## src/logic/uart_pkg.sv

```systemverilog
package uart_pkg;

// ==========================================================
// sizing
// ==========================================================

// entries per FIFO, power of two
localparam int FIFO_DEPTH = 2;
localparam int OVERSAMPLE = 8;
localparam int W_OVER     = 3;
// holds 0..FIFO_DEPTH inclusive
localparam int W_FLEVEL   = 2;
localparam int W_DIV_INT  = 10;
localparam int W_DIV_FRAC = 8;

// register byte offsets
localparam logic [15:0] ADDR_CSR   = 16'h0000;
localparam logic [15:0] ADDR_DIV   = 16'h0004;
localparam logic [15:0] ADDR_FSTAT = 16'h0008;
localparam logic [15:0] ADDR_TX    = 16'h000c;
localparam logic [15:0] ADDR_RX    = 16'h0010;

// tx states, data bits occupy the states between start and stop
localparam logic [3:0] TX_IDLE  = 4'd0;
localparam logic [3:0] TX_START = 4'd1;
localparam logic [3:0] TX_STOP  = 4'd10;

// rx states, start1 is a full bit and start2 a half bit
localparam logic [3:0] RX_IDLE   = 4'd0;
localparam logic [3:0] RX_START1 = 4'd1;
localparam logic [3:0] RX_START2 = 4'd2;
localparam logic [3:0] RX_STOP   = 4'd11;

typedef struct packed {
	logic        psel;
	logic        penable;
	logic        pwrite;
	logic [15:0] paddr;
	logic [31:0] pwdata;
} apb_req_t;

typedef struct packed {
	logic [31:0] prdata;
	logic        pready;
	logic        pslverr;
} apb_rsp_t;

typedef struct packed {
	logic [W_FLEVEL-1:0] level;
	logic                full;
	logic                empty;
} fifo_stat_t;

endpackage

```

## src/logic/clkdiv_frac.sv

```systemverilog
module clkdiv_frac import uart_pkg::*; (
	input  logic                  clk,
	input  logic                  rst_n,
	input  logic                  en_i,
	input  logic [W_DIV_INT-1:0]  div_int_i,
	input  logic [W_DIV_FRAC-1:0] div_frac_i,
	output logic                  tick_o
);

logic [W_DIV_INT-1:0]  ctr;
logic [W_DIV_FRAC-1:0] acc;
logic [W_DIV_FRAC:0]   acc_sum;
// one extra cycle owed after the accumulator carried
logic                  stretch;

assign acc_sum = {1'b0, acc} + {1'b0, div_frac_i};

always_ff @(posedge clk or negedge rst_n) begin
	if (!rst_n) begin
		ctr <= '0;
		acc <= '0;
		stretch <= 1'b0;
		tick_o <= 1'b0;
	end else if (!en_i) begin
		ctr <= '0;
		acc <= '0;
		stretch <= 1'b0;
		tick_o <= 1'b0;
	end else begin
		tick_o <= 1'b0;
		if (ctr != '0) begin
			ctr <= ctr - 1'b1;
		end else if (stretch) begin
			stretch <= 1'b0;
		end else begin
			// end of period, reload and fold in the fraction
			tick_o <= 1'b1;
			ctr <= div_int_i - 1'b1;
			acc <= acc_sum[W_DIV_FRAC-1:0];
			stretch <= acc_sum[W_DIV_FRAC];
		end
	end
end

endmodule

```

## src/logic/sync_fifo.sv

```systemverilog
module sync_fifo import uart_pkg::*; #(
	parameter int DEPTH = FIFO_DEPTH
) (
	input  logic       clk,
	input  logic       rst_n,
	input  logic       push_i,
	input  logic [7:0] push_data_i,
	input  logic       pop_i,
	output logic [7:0] pop_data_o,
	output fifo_stat_t stat_o
);

localparam int W_ADDR = $clog2(DEPTH);

logic [7:0]      mem [DEPTH];
// pointers carry one wrap bit above the address
logic [W_ADDR:0] wptr;
logic [W_ADDR:0] rptr;
logic [W_ADDR:0] used;
logic            full;
logic            empty;
logic            do_push;
logic            do_pop;

assign used = wptr - rptr;

// used never exceeds DEPTH, so its top bit alone means full
assign full  = used[W_ADDR];
assign empty = (used == '0);

assign do_push = push_i && !full;
assign do_pop  = pop_i && !empty;

always_ff @(posedge clk or negedge rst_n) begin
	if (!rst_n) begin
		wptr <= '0;
		rptr <= '0;
	end else begin
		if (do_push) begin
			wptr <= wptr + 1'b1;
		end
		if (do_pop) begin
			rptr <= rptr + 1'b1;
		end
	end
end

always_ff @(posedge clk) begin
	if (do_push) begin
		mem[wptr[W_ADDR-1:0]] <= push_data_i;
	end
end

// head entry, shown without a read latency
assign pop_data_o = mem[rptr[W_ADDR-1:0]];

assign stat_o = '{
	level: W_FLEVEL'(used),
	full:  full,
	empty: empty
};

endmodule

```

## src/logic/uart_tx.sv

```systemverilog
module uart_tx import uart_pkg::*; (
	input  logic       clk,
	input  logic       rst_n,
	input  logic       en_i,
	input  logic       tick_i,
	input  logic [7:0] fifo_data_i,
	input  logic       fifo_empty_i,
	output logic       fifo_pop_o,
	output logic       busy_o,
	output logic       tx_o
);

logic [W_OVER-1:0] over_ctr;
logic [3:0]        state;
logic [7:0]        shifter;
// one step per bit period
logic              adv;

assign adv = en_i && tick_i && (over_ctr == '0);

// take the next byte on the way out of idle or stop
assign fifo_pop_o = adv && !fifo_empty_i &&
	(state == TX_IDLE || state == TX_STOP);

assign busy_o = (state != TX_IDLE) || !fifo_empty_i;

// ==========================================================
// frame sequencing
// ==========================================================

always_ff @(posedge clk or negedge rst_n) begin
	if (!rst_n) begin
		state <= TX_IDLE;
		over_ctr <= '0;
		tx_o <= 1'b1;
	end else if (!en_i) begin
		state <= TX_IDLE;
		over_ctr <= '0;
		tx_o <= 1'b1;
	end else begin
		if (tick_i) begin
			over_ctr <= over_ctr + 1'b1;
		end
		if (adv) begin
			case (state)
			TX_IDLE, TX_STOP: begin
				if (fifo_empty_i) begin
					// park the counter so a new byte goes out on the next tick
					state <= TX_IDLE;
					over_ctr <= '0;
				end else begin
					state <= TX_START;
					tx_o <= 1'b0;
				end
			end
			default: begin
				// start and data states, the last shift brings up the stop bit
				state <= state + 1'b1;
				tx_o <= shifter[0];
			end
			endcase
		end
	end
end

// lsb first, ones fill in from the top and become the stop level
always_ff @(posedge clk) begin
	if (fifo_pop_o) begin
		shifter <= fifo_data_i;
	end else if (adv && state != TX_IDLE) begin
		shifter <= {1'b1, shifter[7:1]};
	end
end

endmodule

```

## src/logic/uart_rx.sv

```systemverilog
module uart_rx import uart_pkg::*; (
	input  logic       clk,
	input  logic       rst_n,
	input  logic       en_i,
	input  logic       tick_i,
	input  logic       rx_i,
	output logic       push_o,
	output logic [7:0] data_o
);

logic [1:0]        rx_sync;
logic              rx_s;
logic [W_OVER-1:0] over_ctr;
logic [3:0]        state;
logic [7:0]        shifter;
logic              adv;
logic              sample;

// two flop synchroniser that resets to the idle high level
always_ff @(posedge clk or negedge rst_n) begin
	if (!rst_n) begin
		rx_sync <= 2'b11;
	end else begin
		rx_sync <= {rx_sync[0], rx_i};
	end
end

assign rx_s = rx_sync[1];

assign adv = en_i && tick_i && (over_ctr == '0);

// data bits are taken at the end of start2 and the seven states after it
assign sample = adv && (state >= RX_START2) && (state <= RX_STOP - 4'd2);

// ==========================================================
// frame sequencing
// ==========================================================

always_ff @(posedge clk or negedge rst_n) begin
	if (!rst_n) begin
		state <= RX_IDLE;
		over_ctr <= '0;
		push_o <= 1'b0;
	end else if (!en_i) begin
		state <= RX_IDLE;
		over_ctr <= '0;
		push_o <= 1'b0;
	end else begin
		push_o <= 1'b0;
		if (tick_i) begin
			over_ctr <= over_ctr + 1'b1;
		end
		if (adv) begin
			state <= state + 1'b1;
			case (state)
			RX_IDLE: begin
				if (rx_s) begin
					// counting starts from the first low tick
					state <= RX_IDLE;
					over_ctr <= '0;
				end
			end
			RX_START1: begin
				// the next state lasts half a bit and lands on mid-bit
				over_ctr <= W_OVER'(OVERSAMPLE / 2 + 1);
			end
			RX_STOP - 4'd1: begin
				// a low stop sample drops the frame
				push_o <= rx_s;
				// back from mid-bit to the bit edge
				over_ctr <= W_OVER'(OVERSAMPLE / 2 + 1);
			end
			RX_STOP: begin
				// idle looks at the line again on the next tick
				state <= RX_IDLE;
				over_ctr <= '0;
			end
			default: begin
			end
			endcase
		end
	end
end

always_ff @(posedge clk) begin
	if (sample) begin
		shifter <= {rx_s, shifter[7:1]};
	end
end

assign data_o = shifter;

endmodule

```

## src/logic/uart_regs.sv

```systemverilog
module uart_regs import uart_pkg::*; (
	input  logic                  clk,
	input  logic                  rst_n,
	input  apb_req_t              apb_req_i,
	output apb_rsp_t              apb_rsp_o,
	output logic                  en_o,
	output logic                  txie_o,
	output logic                  rxie_o,
	output logic [W_DIV_INT-1:0]  div_int_o,
	output logic [W_DIV_FRAC-1:0] div_frac_o,
	input  logic                  busy_i,
	input  fifo_stat_t            tx_stat_i,
	input  fifo_stat_t            rx_stat_i,
	output logic                  tx_push_o,
	output logic [7:0]            tx_data_o,
	output logic                  rx_pop_o,
	input  logic [7:0]            rx_data_i
);

logic        access;
logic        wr;
logic        rd;
logic        sel_csr;
logic        sel_div;
logic        sel_fstat;
logic        sel_tx;
logic        sel_rx;
logic        mapped;
logic        err;
logic [31:0] rdata;

// access phase of a transfer, there are no wait states
assign access = apb_req_i.psel && apb_req_i.penable;
assign wr = access && apb_req_i.pwrite;
assign rd = access && !apb_req_i.pwrite;

assign sel_csr   = (apb_req_i.paddr == ADDR_CSR);
assign sel_div   = (apb_req_i.paddr == ADDR_DIV);
assign sel_fstat = (apb_req_i.paddr == ADDR_FSTAT);
assign sel_tx    = (apb_req_i.paddr == ADDR_TX);
assign sel_rx    = (apb_req_i.paddr == ADDR_RX);
assign mapped = sel_csr || sel_div || sel_fstat || sel_tx || sel_rx;

// status and rx are read only, tx is write only
assign err = access && (!mapped ||
	(wr && (sel_fstat || sel_rx)) ||
	(rd && sel_tx));

// ==========================================================
// control registers
// ==========================================================

always_ff @(posedge clk or negedge rst_n) begin
	if (!rst_n) begin
		en_o <= 1'b0;
		txie_o <= 1'b0;
		rxie_o <= 1'b0;
		div_int_o <= '0;
		div_frac_o <= '0;
	end else if (wr) begin
		if (sel_csr) begin
			en_o <= apb_req_i.pwdata[0];
			txie_o <= apb_req_i.pwdata[8];
			rxie_o <= apb_req_i.pwdata[9];
		end
		if (sel_div) begin
			div_frac_o <= apb_req_i.pwdata[W_DIV_FRAC-1:0];
			div_int_o <= apb_req_i.pwdata[W_DIV_FRAC +: W_DIV_INT];
		end
	end
end

// full fifo drops the write
assign tx_push_o = wr && sel_tx && !tx_stat_i.full;
assign tx_data_o = apb_req_i.pwdata[7:0];

assign rx_pop_o = rd && sel_rx && !rx_stat_i.empty;

// ==========================================================
// read data
// ==========================================================

always_comb begin
	rdata = '0;
	if (sel_csr) begin
		rdata = {22'b0, rxie_o, txie_o, 6'b0, busy_i, en_o};
	end else if (sel_div) begin
		rdata = {{(32 - W_DIV_INT - W_DIV_FRAC){1'b0}}, div_int_o, div_frac_o};
	end else if (sel_fstat) begin
		rdata = {6'b0, rx_stat_i.empty, rx_stat_i.full,
			{(8 - W_FLEVEL){1'b0}}, rx_stat_i.level,
			6'b0, tx_stat_i.empty, tx_stat_i.full,
			{(8 - W_FLEVEL){1'b0}}, tx_stat_i.level};
	end else if (sel_rx && !rx_stat_i.empty) begin
		// an empty fifo reads as zero
		rdata = {24'b0, rx_data_i};
	end
end

assign apb_rsp_o = '{
	prdata:  rdata,
	pready:  1'b1,
	pslverr: err
};

endmodule

```

## src/logic/uart_mini.sv

```systemverilog
module uart_mini import uart_pkg::*; (
	input  logic     clk,
	input  logic     rst_n,
	input  apb_req_t apb_req_i,
	output apb_rsp_t apb_rsp_o,
	input  logic     rx_i,
	output logic     tx_o,
	output logic     irq_o,
	output logic     dreq_o
);

logic                  en;
logic                  txie;
logic                  rxie;
logic                  tick;
logic                  tx_busy;
logic [W_DIV_INT-1:0]  div_int;
logic [W_DIV_FRAC-1:0] div_frac;

fifo_stat_t            tx_stat;
logic                  tx_push;
logic                  tx_pop;
logic [7:0]            tx_wdata;
logic [7:0]            tx_rdata;

fifo_stat_t            rx_stat;
logic                  rx_push;
logic                  rx_pop;
logic [7:0]            rx_wdata;
logic [7:0]            rx_rdata;

// room to write or data to read
assign irq_o = (txie && !tx_stat.full) || (rxie && !rx_stat.empty);
assign dreq_o = irq_o;

// ==========================================================
// baud tick and serial engines
// ==========================================================

clkdiv_frac clkdiv0 (
	.clk        (clk),
	.rst_n      (rst_n),
	.en_i       (en),
	.div_int_i  (div_int),
	.div_frac_i (div_frac),
	.tick_o     (tick)
);

uart_tx tx0 (
	.clk          (clk),
	.rst_n        (rst_n),
	.en_i         (en),
	.tick_i       (tick),
	.fifo_data_i  (tx_rdata),
	.fifo_empty_i (tx_stat.empty),
	.fifo_pop_o   (tx_pop),
	.busy_o       (tx_busy),
	.tx_o         (tx_o)
);

uart_rx rx0 (
	.clk    (clk),
	.rst_n  (rst_n),
	.en_i   (en),
	.tick_i (tick),
	.rx_i   (rx_i),
	.push_o (rx_push),
	.data_o (rx_wdata)
);

// ==========================================================
// fifos and register block
// ==========================================================

sync_fifo #(.DEPTH(FIFO_DEPTH)) tx_fifo (
	.clk         (clk),
	.rst_n       (rst_n),
	.push_i      (tx_push),
	.push_data_i (tx_wdata),
	.pop_i       (tx_pop),
	.pop_data_o  (tx_rdata),
	.stat_o      (tx_stat)
);

sync_fifo #(.DEPTH(FIFO_DEPTH)) rx_fifo (
	.clk         (clk),
	.rst_n       (rst_n),
	.push_i      (rx_push),
	.push_data_i (rx_wdata),
	.pop_i       (rx_pop),
	.pop_data_o  (rx_rdata),
	.stat_o      (rx_stat)
);

uart_regs regs0 (
	.clk        (clk),
	.rst_n      (rst_n),
	.apb_req_i  (apb_req_i),
	.apb_rsp_o  (apb_rsp_o),
	.en_o       (en),
	.txie_o     (txie),
	.rxie_o     (rxie),
	.div_int_o  (div_int),
	.div_frac_o (div_frac),
	.busy_i     (tx_busy),
	.tx_stat_i  (tx_stat),
	.rx_stat_i  (rx_stat),
	.tx_push_o  (tx_push),
	.tx_data_o  (tx_wdata),
	.rx_pop_o   (rx_pop),
	.rx_data_i  (rx_rdata)
);

endmodule

```

## config.mk

```make
export PLATFORM = sky130hd
export DESIGN_NAME = uart_mini
export DESIGN_NICKNAME = d
export VERILOG_FILES = /design/src/logic/uart_pkg.sv /design/src/logic/clkdiv_frac.sv /design/src/logic/sync_fifo.sv /design/src/logic/uart_tx.sv /design/src/logic/uart_rx.sv /design/src/logic/uart_regs.sv /design/src/logic/uart_mini.sv
export SDC_FILE = /design/constraint.sdc
export NUM_CORES = 1
export LEC_CHECK = 0
export BUFFER_PORTS_ARGS = -buffer_cell sky130_fd_sc_hd__buf_2
export CORE_ASPECT_RATIO = 1.25
export CORE_MARGIN = 1
export CORE_UTILIZATION = 54
export CTS_BUF_LIST = sky130_fd_sc_hd__clkbuf_2
export CTS_CLUSTER_DIAMETER = 100
export DETAILED_ROUTE_END_ITERATION = 12
export PLACE_DENSITY_LB_ADDON = 0.3
export REMOVE_ABC_BUFFERS = 1
export SYNTH_ARGS = -nofsm -noshare
export SYNTH_HDL_FRONTEND = slang
export SYNTH_HIERARCHICAL = 1
export SYNTH_SLANG_ARGS = --single-unit
```

## constraint.sdc

```tcl
create_clock -name clk -period 5.2 [get_ports clk]
set_input_delay 1.56 -clock clk [delete_from_list [all_inputs] [get_ports clk]]
set_output_delay 1.56 -clock clk [all_outputs]
set_load 0.05 [all_outputs]
```

==> flow_metrics.env <==
export IMPL_outcome="complete, but fails checks"
export IMPL_violations="design-rule violations"
export IMPL_end_kind="output port"
export IMPL_start_util_pct=55.9
export IMPL_gp_congestion=0.895
export IMPL_drc=5
export IMPL_root_buffer="clkbuf_2"
export IMPL_crit_required_ns=3.64
export IMPL_grt_pass1_wl_mm=20.8
export IMPL_clk_pin_slew_ns=0.19
export IMPL_finalWirelength_mm=12.6
export IMPL_track_usage_pct=22.5
export IMPL_setup_viol=0
export IMPL_pwr_share_seq_pct=61.4
export IMPL_dp_cells=722
export IMPL_max_freq_ghz=0.193
export IMPL_crit_type="in -> out"
export IMPL_fin_crit_sh_pct=99.7
export IMPL_p_clk_share_pct=34.3
export IMPL_first_iter_violations=278
export IMPL_reg2reg_from="tx_fifo/rptr[0]"
export IMPL_die_w_um=98.3
export IMPL_dieArea_sq_um=12000
export IMPL_min_to="rx0/rx_sync[1]"
export IMPL_final_cell_mix="63 x dfrtp_1, 48 x edfxtp_1, 44 x buf_2"
export IMPL_holdPathStages=0
export IMPL_cts_buffers=17
export IMPL_grt_pass1_vias=4337
export IMPL_hpwl_mm=9.08
export IMPL_slew_headroom_pct=26.8
export IMPL_mostFrequentLayoutCell="dfrtp_1"
export IMPL_synth_seq_cells=115
export IMPL_postSynth_asyncResetShare_pct=58.3
export IMPL_cts_setup_buffers=0
export IMPL_maxCapViolCount=0
export IMPL_worstPathArrival_ns=3.62
export IMPL_drive_gt1_share_pct=29.2
export IMPL_hp_start="rx0/rx_sync[0]"
export IMPL_coreArea_sq_um=11200
export IMPL_synth_cell_type_count=69
export IMPL_hold_path_class="reg -> reg"
export IMPL_htree_levels=4
export IMPL_p_sw_uw=439
export IMPL_drt_wirelength_per_cell_um=16.7
export IMPL_antenna_found_initial=1
export IMPL_worst_pin_slew_ns=1.09
export IMPL_area_growth_syn_to_layout_pct=10.9
export IMPL_nets=684
export IMPL_num_rows=43
export IMPL_stdcell_count=755
export IMPL_fillers=901
export IMPL_syn_inst=541
export IMPL_clock_path_buffers=2
export IMPL_syn_avg_cell_area_sq_um=11.6
export IMPL_grt_overflow_total=0
export IMPL_skew_ns=0.0451
export IMPL_ant_nets=0
export IMPL_p_total_uw=1540
export IMPL_cell_internal_pwr_uw=1100
export IMPL_leakagePower_uw=0.00299
export IMPL_drv_slew=0
export IMPL_p_per_area_nw_per_um2=222
export IMPL_hold_viol=0
export IMPL_reg2reg_depth=6
export IMPL_drt_pass1_iter_count=8
export IMPL_cts_sinks=115
export IMPL_regToRegSetupSlack_ns=1.97
export IMPL_sw_frac_of_total_pct=28.5
export IMPL_num_vias=4311
export IMPL_grt_max_degree=46
export IMPL_final_min_clock_period_ns=5.18
export IMPL_ir_drop_mv=0.171
export IMPL_numPortBuffers=63
export IMPL_ys_flop_type="dfrtp_1"
export IMPL_vias_per_cell=5.71
export IMPL_design_portCount=91
export IMPL_cts_tree="yes"
export IMPL_ys_seq_area_share_pct=49.9
export IMPL_syn_cell_area_sq_um=6250
export IMPL_die_h_um=122
export IMPL_pwr_share_comb_pct=4.4
export IMPL_clkLatencyLatePin_ns=0.72
export IMPL_yosysWarnings=6
export IMPL_cp_max_fo=2
export IMPL_critPathLaunchType="input pin"
export IMPL_reg2reg_to="tx0/shifter[0]"
export IMPL_rsz0062_at_grt="true"
export IMPL_synth_edf_count=48
## critical path: stages
cell     delay [ns]
buf_2          0.10
or4_4          0.55
or4_4          0.50
or4_1          0.51
a31oi_1        0.17
buf_4          0.23
## per-stage QoR
stage | setup slack, ns | instance area (sq um) | utilization, % | hold slack (ns) | setup TNS, ns
final | 0.0179 | 6940 | 62.0 | 0.371 | 0
after global routing | -0.0331 | 6940 | 62.0 | 0.366 | -0.103
after CTS | 0.00112 | 6880 | 61.4 | 0.377 | 0
after detailed placement | -0.0921 | 6610 | 59.0 | 0.350 | -1.24
after global placement | -0.0919 | 6610 | 59.0 | 0.347 | -1.23
after floorplan | -0.379 | 6000 | - | 0.345 | -6.18
## logic make-up after synthesis
kind of cell / share of synthesized area, %
compound gates: 11.7
xor+xnor: 3.00
fa+ha+maj: 4.92
buf+inv: 6.22
flops: 49.9
mux: 9.68
other cells: 0.120
simple gates: 14.5
## power by group through the flow
stage	Clock, uW	Sequential, uW	Combinational, uW
final	527	945	67.0
after global routing	578	945	73.1
after CTS	548	945	66.8
after detailed placement	0	962	66.0
after global placement	0	962	65.0
after floorplan	0	962	31.8
## timing repair
action / in CTS / in global routing
gates resized for setup: 22 / 18
endpoints found under the setup margin: 17 / 21
gates cloned: 0 / 0
hold buffers: 0 / 0
pin swaps: 0 / 2
## cells in the mapped netlist (3+ instances only)
cell	n	share of area, %
dfrtp_1	64	26
edfxtp_1	48	23
mux2_2	36	6.5
nand2_1	34	2.0
buf_4	28	3.4
nor2_1	28	1.7
a21oi_1	25	2.0
inv_1	25	1.5
ha_1	23	4.6
o21ai_0	21	1.7
nand3_1	17	1.4
a22o_1	11	1.5
and2_1	11	1.1
mux2_4	10	2.4
nor3_1	9	0.72
clkbuf_1	8	0.48
nand2b_1	8	0.80
nor4_1	8	0.80
xnor2_1	8	1.1
xor2_1	8	1.1
a31oi_1	6	0.60
o211ai_1	6	0.72
a211oi_1	5	0.60
mux2i_1	5	0.80
nand3b_1	5	0.60
or3_1	5	0.50
or4_1	5	0.60
buf_2	4	0.32
o41ai_1	4	0.56
or2_2	4	0.40
dfstp_2	3	1.3
nand4b_1	3	0.42
o31ai_1	3	0.36
or4_4	3	0.54
## flip-flops by register name, indices dropped and copies added (netlist names), 2 cells and up
signal            count
rx0/data_o            8
clkdiv0/ctr          10
tx_fifo/wptr          2
tx0/over_ctr          3
tx_fifo/mem          16
regs0/div_int_o      10
rx0/rx_sync           2
rx0/state             4
tx0/state             4
rx0/over_ctr          3
regs0/div_frac_o      8
tx0/shifter           8
rx_fifo/wptr          2
tx_fifo/rptr          2
rx_fifo/rptr          2
clkdiv0/acc           8
rx_fifo/mem          16
## metal layers
metal	share of wire, %	vias to the layer above	routed length, um	track usage [%]
met5	0	-	0	0
met3	4.3	14	538	5.13
met2	51	87	6460	40.0
met4	1.4	0	174	8.30
met1	43	2125	5430	26.7
li1	-	2085	-	-
## area by class of cell
class	instances	area, sq um	area share [%]
well taps	135	169	2.44
inverters	26	97.6	1.41
clock buffers	17	85.1	1.23
multi-input cells	368	2810	40.4
clock inverters	15	123	1.77
flip-flops and latches	115	3120	45.0
repair buffers	78	532	7.67
diodes	1	2.50	0.0361
## how the worst max path moves through the flow
stage                   from  cells past startpoint            end  slack, ns
2_1_floorplan  apb_req_i[41]                      4  apb_rsp_o[10]      -0.38
3_3_place_gp   apb_req_i[41]                      8  apb_rsp_o[11]      -0.09
3_5_place_dp   apb_req_i[41]                      8   apb_rsp_o[9]      -0.09
4_1_cts        apb_req_i[41]                      8  apb_rsp_o[19]      0.001
5_1_grt        apb_req_i[41]                      6   apb_rsp_o[0]      -0.03
6_report       apb_req_i[41]                      6   apb_rsp_o[0]       0.02
(Power assumes the default switching activity.)
